### config.mk
export PLATFORM = sky130hd
export DESIGN_NAME = ooo_backend_top
export DESIGN_NICKNAME = d
export VERILOG_FILES = /design/src/rtl/ooo_pkg.sv /design/src/rtl/ooo_backend_top.sv /design/src/rtl/commit_queue.sv /design/src/rtl/exec_unit.sv /design/src/rtl/arch_state.sv
export VERILOG_INCLUDE_DIRS = /design/src /design/src/include
export SDC_FILE = /design/constraint.sdc
export NUM_CORES = 2
export LEC_CHECK = 0
export BUFFER_PORTS_ARGS = -buffer_cell sky130_fd_sc_hd__buf_2
export CORE_ASPECT_RATIO = 0.8
export CORE_UTILIZATION = 50
export DETAILED_ROUTE_END_ITERATION = 10
export HOLD_SLACK_MARGIN = 0.08
export PLACE_DENSITY = 0.73
export SYNTH_ARGS = -nofsm -noshare
export SYNTH_HDL_FRONTEND = slang
export SYNTH_SLANG_ARGS = --single-unit
### constraint.sdc
create_clock -name clk_i -period 9.5 [get_ports clk_i]
set_clock_uncertainty 0.2 [all_clocks]
set_input_delay 1.9 -clock clk_i [delete_from_list [all_inputs] [get_ports clk_i]]
set_output_delay 1.9 -clock clk_i [all_outputs]
set_load 0.1 [all_outputs]
### src/include/ooo_cfg.svh
`ifndef OOO_CFG_SVH
`define OOO_CFG_SVH

// execution units on the common data bus
`define OOO_NUM_FU 2

// physical register file size
`define OOO_NUM_PHYS_REG 32

// registers holding valid zero after reset
`define OOO_NUM_ARCH_REG 16

// data path width in bits
`define OOO_WORD_SIZE 32

// zero, negative, carry, overflow
`define OOO_NUM_FLAGS 4

// in-order retirement slots
`define OOO_CQ_DEPTH 8

`endif
### src/rtl/ooo_pkg.sv
`include "ooo_cfg.svh"

package ooo_pkg;

    typedef logic [$clog2(`OOO_NUM_PHYS_REG)-1:0] preg_t;
    typedef logic [`OOO_WORD_SIZE-1:0]            word_t;
    typedef logic [`OOO_NUM_FLAGS-1:0]            flags_t;

    // bit positions inside flags_t
    localparam int FLAG_Z = 0;
    localparam int FLAG_N = 1;
    localparam int FLAG_C = 2;
    localparam int FLAG_V = 3;

    // masked flag write, mask sits in the upper half
    typedef struct packed {
        flags_t mask;
        flags_t value;
    } flag_upd_t;

    typedef struct packed {
        logic      valid;
        preg_t     dest;
        word_t     result;
        flag_upd_t flag_upd;
    } cdb_t;

    typedef enum logic [2:0] {
        ALU_ADD,
        ALU_SUB,
        ALU_AND,
        ALU_OR,
        ALU_XOR,
        ALU_PASS
    } alu_op_t;

    // operands come from the register file read ports
    typedef struct packed {
        logic    valid;
        alu_op_t op;
        preg_t   dest;
        flags_t  flag_mask;
    } issue_t;

    typedef struct packed {
        preg_t dest;
        preg_t old_dest;
    } dispatch_t;

endpackage

### src/rtl/ooo_backend_top.sv
`timescale 1ns/1ps
`include "ooo_cfg.svh"

module ooo_backend_top
(
    input  logic                          clk_i
    , input  logic                        reset_i
    , input  logic                        dispatch_valid_i
    , input  ooo_pkg::dispatch_t          dispatch_i
    , input  ooo_pkg::issue_t             issue_i
    , input  logic [$clog2(`OOO_NUM_FU)-1:0] issue_fu_i
    , input  ooo_pkg::preg_t              issue_rs1_i
    , input  ooo_pkg::preg_t              issue_rs2_i
    , input  logic                        mispredict_i
    , output logic                        rs1_valid_o
    , output ooo_pkg::word_t              rs1_data_o
    , output logic                        rs2_valid_o
    , output ooo_pkg::word_t              rs2_data_o
    , output ooo_pkg::flags_t             flags_o
    , output logic                        commit_valid_o
    , output ooo_pkg::preg_t              commit_dest_o
    , output logic                        cq_full_o
);
    import ooo_pkg::*;

    cdb_t      cdb [`OOO_NUM_FU-1:0];
    issue_t    fu_issue [`OOO_NUM_FU-1:0];
    logic      commit_valid;
    preg_t     commit_free;
    preg_t     commit_set;
    logic      flag_valid;
    flag_upd_t flag_upd;
    logic      rollback;

    // steer the issue to the selected unit only
    always_comb
    begin
        for (int i = 0; i < `OOO_NUM_FU; i++)
        begin
            fu_issue[i]       = issue_i;
            fu_issue[i].valid = issue_i.valid && (int'(issue_fu_i) == i);
        end
    end

    assign commit_valid_o = commit_valid;
    assign commit_dest_o  = commit_set;

    arch_state u_state
    (
        .clk_i(clk_i), .reset_i(reset_i), .cdb_i(cdb)
        , .commit_valid_i(commit_valid), .commit_free_i(commit_free)
        , .commit_set_i(commit_set), .rollback_i(rollback)
        , .flag_valid_i(flag_valid), .flag_upd_i(flag_upd), .flags_o(flags_o)
        , .rs1_addr_i(issue_rs1_i), .rs1_valid_o(rs1_valid_o), .rs1_data_o(rs1_data_o)
        , .rs2_addr_i(issue_rs2_i), .rs2_valid_o(rs2_valid_o), .rs2_data_o(rs2_data_o)
    );

    exec_unit #(.LATENCY(1)) u_fu0
    (
        .clk_i(clk_i), .reset_i(reset_i), .issue_i(fu_issue[0])
        , .src1_i(rs1_data_o), .src2_i(rs2_data_o), .cdb_o(cdb[0])
    );

    exec_unit #(.LATENCY(3)) u_fu1
    (
        .clk_i(clk_i), .reset_i(reset_i), .issue_i(fu_issue[1])
        , .src1_i(rs1_data_o), .src2_i(rs2_data_o), .cdb_o(cdb[1])
    );

    commit_queue u_cq
    (
        .clk_i(clk_i), .reset_i(reset_i)
        , .dispatch_valid_i(dispatch_valid_i), .dispatch_i(dispatch_i)
        , .cdb_i(cdb), .mispredict_i(mispredict_i)
        , .commit_valid_o(commit_valid), .commit_free_o(commit_free)
        , .commit_set_o(commit_set), .flag_valid_o(flag_valid)
        , .flag_upd_o(flag_upd), .rollback_o(rollback), .full_o(cq_full_o)
    );

endmodule

### src/rtl/commit_queue.sv
`timescale 1ns/1ps
`include "ooo_cfg.svh"

module commit_queue
(
    input  logic                 clk_i
    , input  logic               reset_i
    , input  logic               dispatch_valid_i
    , input  ooo_pkg::dispatch_t dispatch_i
    , input  ooo_pkg::cdb_t      cdb_i [`OOO_NUM_FU-1:0]
    , input  logic               mispredict_i
    , output logic               commit_valid_o
    , output ooo_pkg::preg_t     commit_free_o
    , output ooo_pkg::preg_t     commit_set_o
    , output logic               flag_valid_o
    , output ooo_pkg::flag_upd_t flag_upd_o
    , output logic               rollback_o
    , output logic               full_o
);
    import ooo_pkg::*;

    localparam int DEPTH = `OOO_CQ_DEPTH;
    localparam int PTR_W = $clog2(DEPTH);
    localparam int CNT_W = $clog2(DEPTH + 1);

    dispatch_t        entry_q [DEPTH];
    flag_upd_t        upd_q [DEPTH];
    logic [DEPTH-1:0] vld_q;
    logic [DEPTH-1:0] done_q;
    logic [PTR_W-1:0] head_q;
    logic [PTR_W-1:0] tail_q;
    logic [CNT_W-1:0] count_q;

    logic [DEPTH-1:0] cdb_hit;
    flag_upd_t        cdb_upd [DEPTH];
    logic             disp_hit;
    flag_upd_t        disp_upd;
    logic             push;
    logic             retire;

    // completion snoop for waiting entries and for the slot being filled
    always_comb
    begin
        disp_hit = 1'b0;
        disp_upd = '0;
        for (int e = 0; e < DEPTH; e++)
        begin
            cdb_hit[e] = 1'b0;
            cdb_upd[e] = '0;
        end

        for (int u = 0; u < `OOO_NUM_FU; u++)
        begin
            for (int e = 0; e < DEPTH; e++)
            begin
                if (vld_q[e] && !done_q[e] && cdb_i[u].valid
                    && cdb_i[u].dest == entry_q[e].dest)
                begin
                    cdb_hit[e] = 1'b1;
                    cdb_upd[e] = cdb_i[u].flag_upd;
                end
            end
            if (cdb_i[u].valid && cdb_i[u].dest == dispatch_i.dest)
            begin
                disp_hit = 1'b1;
                disp_upd = cdb_i[u].flag_upd;
            end
        end
    end

    assign full_o = (count_q == CNT_W'(DEPTH));
    assign push   = dispatch_valid_i && !full_o;
    // a mispredict squashes the whole queue, head included
    assign retire = vld_q[head_q] && done_q[head_q] && !mispredict_i;

    assign commit_valid_o = retire;
    assign commit_free_o  = entry_q[head_q].old_dest;
    assign commit_set_o   = entry_q[head_q].dest;
    assign flag_valid_o   = retire;
    assign flag_upd_o     = upd_q[head_q];
    assign rollback_o     = mispredict_i;

    always_ff @(posedge clk_i)
    begin
        if (reset_i || mispredict_i)
        begin
            vld_q   <= '0;
            done_q  <= '0;
            head_q  <= '0;
            tail_q  <= '0;
            count_q <= '0;
        end
        else
        begin
            done_q <= done_q | cdb_hit;
            if (retire)
            begin
                vld_q[head_q]  <= 1'b0;
                done_q[head_q] <= 1'b0;
                head_q <= (head_q == PTR_W'(DEPTH - 1)) ? '0 : head_q + 1'b1;
            end
            if (push)
            begin
                vld_q[tail_q]  <= 1'b1;
                done_q[tail_q] <= disp_hit;
                tail_q <= (tail_q == PTR_W'(DEPTH - 1)) ? '0 : tail_q + 1'b1;
            end
            count_q <= count_q + CNT_W'(push) - CNT_W'(retire);
        end
    end

    // entry payload and captured flag updates
    always_ff @(posedge clk_i)
    begin
        for (int e = 0; e < DEPTH; e++)
        begin
            if (cdb_hit[e])
            begin
                upd_q[e] <= cdb_upd[e];
            end
        end
        if (push)
        begin
            entry_q[tail_q] <= dispatch_i;
            if (disp_hit)
            begin
                upd_q[tail_q] <= disp_upd;
            end
        end
    end

endmodule

### src/rtl/exec_unit.sv
`timescale 1ns/1ps
`include "ooo_cfg.svh"

module exec_unit
#(
    parameter int LATENCY = 1
)
(
    input  logic             clk_i
    , input  logic           reset_i
    , input  ooo_pkg::issue_t issue_i
    , input  ooo_pkg::word_t src1_i
    , input  ooo_pkg::word_t src2_i
    , output ooo_pkg::cdb_t  cdb_o
);
    import ooo_pkg::*;

    logic [`OOO_WORD_SIZE:0] wide;
    word_t                   result;
    logic                    carry;
    logic                    overflow;
    flags_t                  flag_val;
    cdb_t                    next_entry;
    cdb_t                    pipe_q [LATENCY];

    always_comb
    begin
        wide     = '0;
        carry    = 1'b0;
        overflow = 1'b0;

        case (issue_i.op)
            ALU_ADD:
            begin
                wide     = {1'b0, src1_i} + {1'b0, src2_i};
                carry    = wide[`OOO_WORD_SIZE];
                overflow = (src1_i[`OOO_WORD_SIZE-1] == src2_i[`OOO_WORD_SIZE-1])
                    && (wide[`OOO_WORD_SIZE-1] != src1_i[`OOO_WORD_SIZE-1]);
            end
            // carry set means no borrow
            ALU_SUB:
            begin
                wide     = {1'b0, src1_i} + {1'b0, ~src2_i} + 1'b1;
                carry    = wide[`OOO_WORD_SIZE];
                overflow = (src1_i[`OOO_WORD_SIZE-1] != src2_i[`OOO_WORD_SIZE-1])
                    && (wide[`OOO_WORD_SIZE-1] != src1_i[`OOO_WORD_SIZE-1]);
            end
            ALU_AND:  wide = {1'b0, src1_i & src2_i};
            ALU_OR:   wide = {1'b0, src1_i | src2_i};
            ALU_XOR:  wide = {1'b0, src1_i ^ src2_i};
            default:  wide = {1'b0, src1_i};
        endcase

        result           = wide[`OOO_WORD_SIZE-1:0];
        flag_val         = '0;
        flag_val[FLAG_Z] = (result == '0);
        flag_val[FLAG_N] = result[`OOO_WORD_SIZE-1];
        flag_val[FLAG_C] = carry;
        flag_val[FLAG_V] = overflow;
    end

    always_comb
    begin
        next_entry.valid          = issue_i.valid;
        next_entry.dest           = issue_i.dest;
        next_entry.result         = result;
        next_entry.flag_upd.mask  = issue_i.flag_mask;
        next_entry.flag_upd.value = flag_val;
    end

    // stage 0 captures at the issue edge, the last stage drives the bus
    always_ff @(posedge clk_i)
    begin
        if (reset_i)
        begin
            for (int i = 0; i < LATENCY; i++)
            begin
                pipe_q[i].valid <= 1'b0;
            end
        end
        else
        begin
            pipe_q[0] <= next_entry;
            for (int i = 1; i < LATENCY; i++)
            begin
                pipe_q[i] <= pipe_q[i-1];
            end
        end
    end

    assign cdb_o = pipe_q[LATENCY-1];

endmodule

### src/rtl/arch_state.sv
`timescale 1ns/1ps
`include "ooo_cfg.svh"

module arch_state
(
    input  logic                clk_i
    , input  logic              reset_i
    // one result per execution unit
    , input  ooo_pkg::cdb_t     cdb_i [`OOO_NUM_FU-1:0]
    // retirement from the commit queue
    , input  logic              commit_valid_i
    , input  ooo_pkg::preg_t    commit_free_i
    , input  ooo_pkg::preg_t    commit_set_i
    , input  logic              rollback_i
    , input  logic              flag_valid_i
    , input  ooo_pkg::flag_upd_t flag_upd_i
    , output ooo_pkg::flags_t   flags_o
    // issue read ports
    , input  ooo_pkg::preg_t    rs1_addr_i
    , output logic              rs1_valid_o
    , output ooo_pkg::word_t    rs1_data_o
    , input  ooo_pkg::preg_t    rs2_addr_i
    , output logic              rs2_valid_o
    , output ooo_pkg::word_t    rs2_data_o
);
    import ooo_pkg::*;

    // low registers start out valid
    localparam logic [`OOO_NUM_PHYS_REG-1:0] RESET_VALID =
        {`OOO_NUM_PHYS_REG{1'b1}} >> (`OOO_NUM_PHYS_REG - `OOO_NUM_ARCH_REG);

    word_t [`OOO_NUM_PHYS_REG-1:0] reg_q;
    word_t [`OOO_NUM_PHYS_REG-1:0] reg_n;
    logic [`OOO_NUM_PHYS_REG-1:0]  valid_spec_q;
    logic [`OOO_NUM_PHYS_REG-1:0]  valid_spec_n;
    logic [`OOO_NUM_PHYS_REG-1:0]  valid_arch_q;
    logic [`OOO_NUM_PHYS_REG-1:0]  valid_arch_n;
    flags_t                        flags_q;
    flags_t                        flags_n;

    assign flags_o = flags_q;

    // masked flag merge
    assign flags_n = flag_valid_i
        ? ((flag_upd_i.mask & flag_upd_i.value) | (~flag_upd_i.mask & flags_q))
        : flags_q;

    // read ports with bypass from the cdb
    always_comb
    begin
        rs1_valid_o = valid_spec_q[rs1_addr_i];
        rs1_data_o  = reg_q[rs1_addr_i];
        rs2_valid_o = valid_spec_q[rs2_addr_i];
        rs2_data_o  = reg_q[rs2_addr_i];

        for (int unsigned i = 0; i < `OOO_NUM_FU; i++)
        begin
            if (cdb_i[i].valid && cdb_i[i].dest == rs1_addr_i)
            begin
                rs1_valid_o = 1'b1;
                rs1_data_o  = cdb_i[i].result;
            end
            if (cdb_i[i].valid && cdb_i[i].dest == rs2_addr_i)
            begin
                rs2_valid_o = 1'b1;
                rs2_data_o  = cdb_i[i].result;
            end
        end
    end

    always_comb
    begin
        reg_n        = reg_q;
        valid_spec_n = valid_spec_q;
        valid_arch_n = valid_arch_q;

        // write back from the execution units
        for (int unsigned i = 0; i < `OOO_NUM_FU; i++)
        begin
            if (cdb_i[i].valid)
            begin
                reg_n[cdb_i[i].dest]        = cdb_i[i].result;
                valid_spec_n[cdb_i[i].dest] = 1'b1;
            end
        end

        // retire frees the old mapping and makes the new one architectural
        if (commit_valid_i)
        begin
            valid_spec_n[commit_free_i] = 1'b0;
            valid_arch_n[commit_free_i] = 1'b0;
            valid_arch_n[commit_set_i]  = 1'b1;
        end

        // squash everything speculative, keeping a same-cycle commit
        if (rollback_i)
        begin
            valid_spec_n = valid_arch_n;
        end
    end

    always_ff @(posedge clk_i)
    begin
        if (reset_i)
        begin
            reg_q        <= '0;
            valid_spec_q <= RESET_VALID;
            valid_arch_q <= RESET_VALID;
            flags_q      <= '0;
        end
        else
        begin
            reg_q        <= reg_n;
            valid_spec_q <= valid_spec_n;
            valid_arch_q <= valid_arch_n;
            flags_q      <= flags_n;
        end
    end

endmodule

**Word level (Yosys, flattened, before mapping)**

Memory sizes are Yosys's and may differ from the RTL's. A register that Yosys moved wholly into a read port is not among the register bits.
Index checks and enable logic that the tools add are counted.

- $add $sub $neg: 7
- Magnitude comparators: 14
- Equality and inequality tests: 33
- Multiplexer cells: 126
- Bitwise operators: 23
- Reduce and logical (&&, ||, !) cells: 73

Operators by type and width:

| operator | number |
|---|---|
| 1024-bit bitwise mux | 2 |
| 1024-bit 2-to-1 mux | 2 |
| 32-bit 2-to-1 mux | 13 |
| 32-bit binary-select mux with 5-bit select | 2 |
| 32-bit demux with 5-bit select | 2 |
| 8-bit 2-to-1 mux | 24 |
| 32-bit case mux with 5 select lines | 1 |
| 32-bit OR | 4 |
| 5-bit == test | 22 |
| 32-bit AND | 3 |
| 32-bit by 32-bit adder with 33-bit output | 2 |
| 32-bit inverter | 2 |
| 1-bit logical AND | 59 |
| 1-bit 2-to-1 mux | 59 |
| 46-bit 2-to-1 mux | 1 |
| 46-bit OR reduction | 1 |
| 5-bit by 6-bit < comparator with 1-bit output (second input constant) | 6 |
| 33-bit by 1-bit adder with 33-bit output (second input constant) | 1 |
| 32-bit zero test | 1 |
| 32-bit bitwise XOR | 1 |
| 1-bit demux with 5-bit select | 4 |
| 5-bit by 1-bit greater-or-equal comparator with 1-bit output (second input constant) | 4 |
| 3-bit 2-to-1 mux | 6 |
| 8-bit AND | 2 |
| other kinds (27) | 52 |

- Flip-flop bits (word level): 1118
- Bits in writable memories: 328
- Bits of input ports: 38
- Output and inout bits: 77
- Word-level logic and storage cells: 320
- Memories kept: 4

Memories:

| memory | words | bits a word | read ports | clocked after memory_dff | wr ports | line | RTL |
|---|---|---|---|---|---|---|---|
| u_fu1.pipe_q | 3 | 46 | 3 | 0 | 3 | exec_unit.sv:24 | `cdb_t pipe_q [LATENCY];` |
| u_cq.entry_q | 8 | 10 | 9 | 1 | 1 | commit_queue.sv:26 | `dispatch_t entry_q [DEPTH];` |
| u_cq.upd_q | 8 | 8 | 1 | 1 | 9 | commit_queue.sv:27 | `flag_upd_t upd_q [DEPTH];` |
| u_fu0.pipe_q | 1 | 46 | 1 | 0 | 1 | exec_unit.sv:24 |  |

**Logic depth before layout (Yosys ltp)**

- Word-level depth: 12
- Gate-level depth with buffers: 26
- Gate-level depth less buffers: 20

**By module**

From an unflattened synthesis, not the netlist that was laid out.

- Cells, all modules: 10969
- Area, all modules: 98319.3 µm²

Modules (own cells, without submodules):

| module | instances | cells an instance | area an instance (µm²) | sequential area each (µm²) |
|---|---|---|---|---|
| arch_state | 1 | 7704 | 68065.3 | 21861.0 |
| exec_unit (u_fu1) | 1 | 1304 | 11454.7 | 4023.9 |
| commit_queue | 1 | 845 | 10478.8 | 4904.7 |
| exec_unit (u_fu0) | 1 | 1114 | 8304.2 | 1341.3 |
| ooo_backend_top | 1 | 2 | 16.3 | 0.0 |

**Least setup slack after synthesis**

No wires, ideal clock.

- Kind: input-to-reg
- Start point: input port issue_rs1_i[1]
- End point: memory u_fu1.pipe_q[0][0] (netlist bit), data pin
- Setup time: 0.169 ns
- Arrival: 8.655 ns
- Required time: 9.131 ns
- Path slack: 0.476 ns
- Stages on the path: 23
- Path buffers: 5
- Cells stage by stage: buf_2 -> buf_2 -> buf_2 -> buf_1 -> mux4_2 -> o221ai_1 -> a21oi_1 -> a22oi_1 -> o21ai_0 -> inv_1 -> ha_1 -> buf_2 -> nor2_1 -> or3_1 -> o311a_1 -> o22ai_2 -> o211ai_2 -> a41oi_2 -> xnor2_1 -> a21oi_1 -> a2111oi_0 -> nand2_1 -> nor4b_2

RTL lines:

| item | line | RTL |
|---|---|---|
| start: declaration | ooo_backend_top.sv:12 | `, input ooo_pkg::preg_t issue_rs1_i` |
| end: declaration | exec_unit.sv:24 |  |

==> key figures <==
Floorplan
  • Die area: 175000 um^2
  • Ports: 115
  • Die Y: 374 um
  • Initial core utilization: 50.3%
  • Core footprint: 172000 um^2
  • Die width: 467 um
  • Rows: 136

GRT
  • GR Util All Layers: 38.8%
  • Largest net degree at the start of global routing: 172
  • Vias in the first global route: 72.8k
  • Global-route wire length before repair: 502 mm
  • Initial antenna violation count: 12
  • GRT overflow: 0

Min path
  • WHS Path Cells: 1
  • Min-delay worst type: flip-flop to flip-flop
  • Hold endpoint: u_fu1.pipe_q[0][137]
  • Hold_sp: u_fu1.pipe_q[0][91]

Layout
  • Commonest non-fill, non-tap cells in the layout: 1335 x nor2_1, 1123 x dfxtp_1, 1093 x mux2i_1
  • Fraction of layout cells with a size suffix above 1: 16.6%
  • Final #Nets: 8294
  • Commonest non-fill, non-tap cell in the layout: nor2_1
  • Fillers: 14.6k
  • Area Growth Syn to Fin: 7.97%

Critical path
  • Max Fanout on Critical Path: 61
  • Critical Path End Type: flip-flop
  • Worst EP arrival: 8850 ps
  • FF-to-FF setup slack: 2030 ps
  • Crit path kind: input port to flip-flop
  • Worst r2r src: u_fu1.pipe_q[0][43]
  • Reg2reg end: u_fu1.pipe_q[0][0]
  • Worst setup SP type: input port
  • R2R cell count: 19
  • Worst EP required: 9940 ps

Logic synthesis
  • Seq/Total Area, Yosys: 35.6%
  • Mapped Area: 86500 um^2
  • Ys flop type: dfxtp_1
  • Syn_nets: 8824
  • Fraction of registers with async set/reset: 0%
  • Netlist cell types: 94
  • Post-synthesis instance total: 8676
  • Avg Synthesized Cell Area: 9.97 um^2
  • Yosys warns: 0
  • Post-synth EDFFs: 276
  • Yosys reg bits: 1401

Timing
  • Endpoints failing setup: 0
  • Final period utilization: 88.5%
  • Fin. max-slew vios: 9
  • Actual slew at the worst max-slew pin: 1590 ps
  • Setup TNS Final: 0 ps
  • Worst slew margin: -6.06%
  • Fin Hold WS: 220 ps
  • RSZ-0062 raised after global routing: no
  • Hold Vio Cnt, Final: 0
  • Fin crit period: 8410 ps
  • Max Fclk: 0.119 GHz

Route
  • Vias: 77.9k
  • ANT nets after route: 0
  • Routed length per instance: 33.2 um
  • Drt drc: 0
  • Starting DRT DRC Count: 13.8k
  • Pre-antenna DRT Iters: 9
  • Routed wire length: 350 mm
  • Vias/cell: 7.38

Clock network
  • Worst-Skew Late Latency: 830 ps
  • Post-CTS setup buffers: 0
  • H-Tree Level Count: 4
  • CTS tree: built
  • Sink Count: 1401
  • CTS root buffer: clkbuf_16
  • CTS buffer count: 142
  • Post_cts resized: 0
  • Clk slew on worst S/H paths: 60 ps
  • Clock Path Buffers: 3
  • Cts-stage hold buffer count: 0

Run status
  • Outcome: finished, violations left
  • Failing checks: capacitance limit, slew limit

Pwr
  • Peak VDD IR: 221 uV
  • Power density cells: 146 nW/um^2
  • Static leakage: 0.0358 uW

Placed design
  • Number of I/O port buffers: 114
  • HPWL after DPL: 208 mm
  • Routability cong.: 0.982

Run
  • Max-Cap Viols: 1
[registers in the layout, indices dropped and copies added, names as in the netlist, named ones only]
signal                flops
u_state.reg_q          1024
u_fu1.pipe_q            135
u_cq.entry_q             80
u_cq.upd_q               64
u_state.valid_arch_q     32
u_state.valid_spec_q     32
u_cq.done_q               8
u_cq.vld_q                8
u_cq.count_q              4
u_state.flags_o           4
u_cq.head_q               3
u_cq.tail_q               3
u_fu0.pipe_q              1
[worst max-delay path, cell delays in order]
cell and delay, ps:
buf_8 540, xnor2_1 150, nand4_1 180, nor2_2 160
nor2_1 1000, nand4_1 600, o221ai_1 560, ha_1 450
buf_4 240, a211oi_1 280, o21ai_0 180, a21oi_1 300
nand3_1 190, a31oi_1 570, a21boi_0 250, o211a_1 260
o211ai_1 140, nor4_2 310, nand4_1 200, nor4b_2 300
[routing by layer]
layer  routed length [um]  part of all wire (%)  track usage, %
met5                  110                 0.031           0.165
met2               139000                    40            52.5
met4                28900                   8.3            26.5
met1               126000                    36            50.4
met3                55900                    16            15.2
[area by class of cell]
type	count	area, um^2	area share [%]
Sequential cell	1401	30800	33.0
Tap cell	2277	2850	3.05
Timing Repair Buffer	377	2850	3.05
Antenna cell	13	32.5	0.0348
Inverter	129	492	0.526
Multi-Input combinational cell	6095	51600	55.3
Clock buffer	201	4070	4.36
Clock inverter	59	679	0.727
[where the power goes]
part	internal (uW)	switching (uW)
Combinational	452	1100
Sequential	6120	85.7
Clock	3290	2630
Total	9860	3820
[synthesized netlist by cell type, drive strengths merged, types with 26 or more instances]
| library cell | number | area share (%) |
|---|---|---|
| xnor2 | 89 | 0.90 |
| nor2 | 1356 | 5.9 |
| mux4 | 630 | 16 |
| inv | 121 | 0.52 |
| buf | 280 | 1.5 |
| a211oi | 1062 | 9.2 |
| xor2 | 45 | 0.46 |
| a21oi | 327 | 1.9 |
| a22o | 27 | 0.27 |
| mux2i | 1093 | 13 |
| nor4 | 34 | 0.25 |
| a22oi | 62 | 0.54 |
| nand2 | 306 | 1.3 |
| nor3 | 50 | 0.29 |
| ha | 107 | 1.5 |
| dfxtp | 1125 | 26 |
| a221oi | 38 | 0.38 |
| nor2b | 129 | 0.93 |
| edfxtp | 276 | 9.6 |
| nand3 | 61 | 0.35 |
| clkbuf | 771 | 3.3 |
| or3 | 26 | 0.19 |
| o22ai | 26 | 0.20 |
| o21a | 44 | 0.38 |
| o21ai | 144 | 0.83 |
| nand4 | 33 | 0.24 |
[worst max path at each step]
| stage | from | to | slack (ps) |
|---|---|---|---|
| floorplan | issue_rs1_i[1] | u_fu1.pipe_q[0][0] | 480 |
| finish | issue_rs1_i[1] | u_fu1.pipe_q[0][0] | 1090 |
| global route | issue_rs1_i[0] | u_fu1.pipe_q[0][0] | 1110 |
| detailed placement | issue_rs2_i[0] | u_fu1.pipe_q[0][0] | 850 |
| global placement | issue_rs2_i[1] | u_fu1.pipe_q[0][0] | 920 |
| CTS | issue_rs1_i[0] | rs1_data_o[31] | 1500 |
[cells by family (layout without fill, tap and decap cells)]
| logic type | count (synthesis) | after routing | synth area share, % |
|---|---|---|---|
| DFF | 1401 | 1401 | 35.6 |
| xor gates and xnor gates | 134 | 134 | 1.36 |
| and+or+nand+nor | 2147 | 2147 | 10.7 |
| adders and majority gates | 110 | 110 | 1.62 |
| muxes | 1747 | 1747 | 29.4 |
| other | 0 | 13 | 0 |
| AOI/OAI and AO/OA | 1957 | 1957 | 16.0 |
| buffers and inverters | 1180 | 766 | 5.37 |
[per-stage QoR]
| step | worst slack, ps | cell area [um^2] | power (uW) | std cells | util [%] |
|---|---|---|---|---|---|
| floorplan | 476 | 86500 | 7340 | 8676 | - |
| global placement | 919 | 88600 | 7810 | 10300 | 51.6 |
| detailed placement | 850 | 88600 | 7820 | 10300 | 51.6 |
| CTS | 1500 | 93400 | 13600 | 10500 | 54.3 |
| global route | 1110 | 93400 | 13900 | 10500 | 54.3 |
| finish | 1090 | 93400 | 13700 | 10600 | 54.4 |
Power figures use the tool's default switching activity.
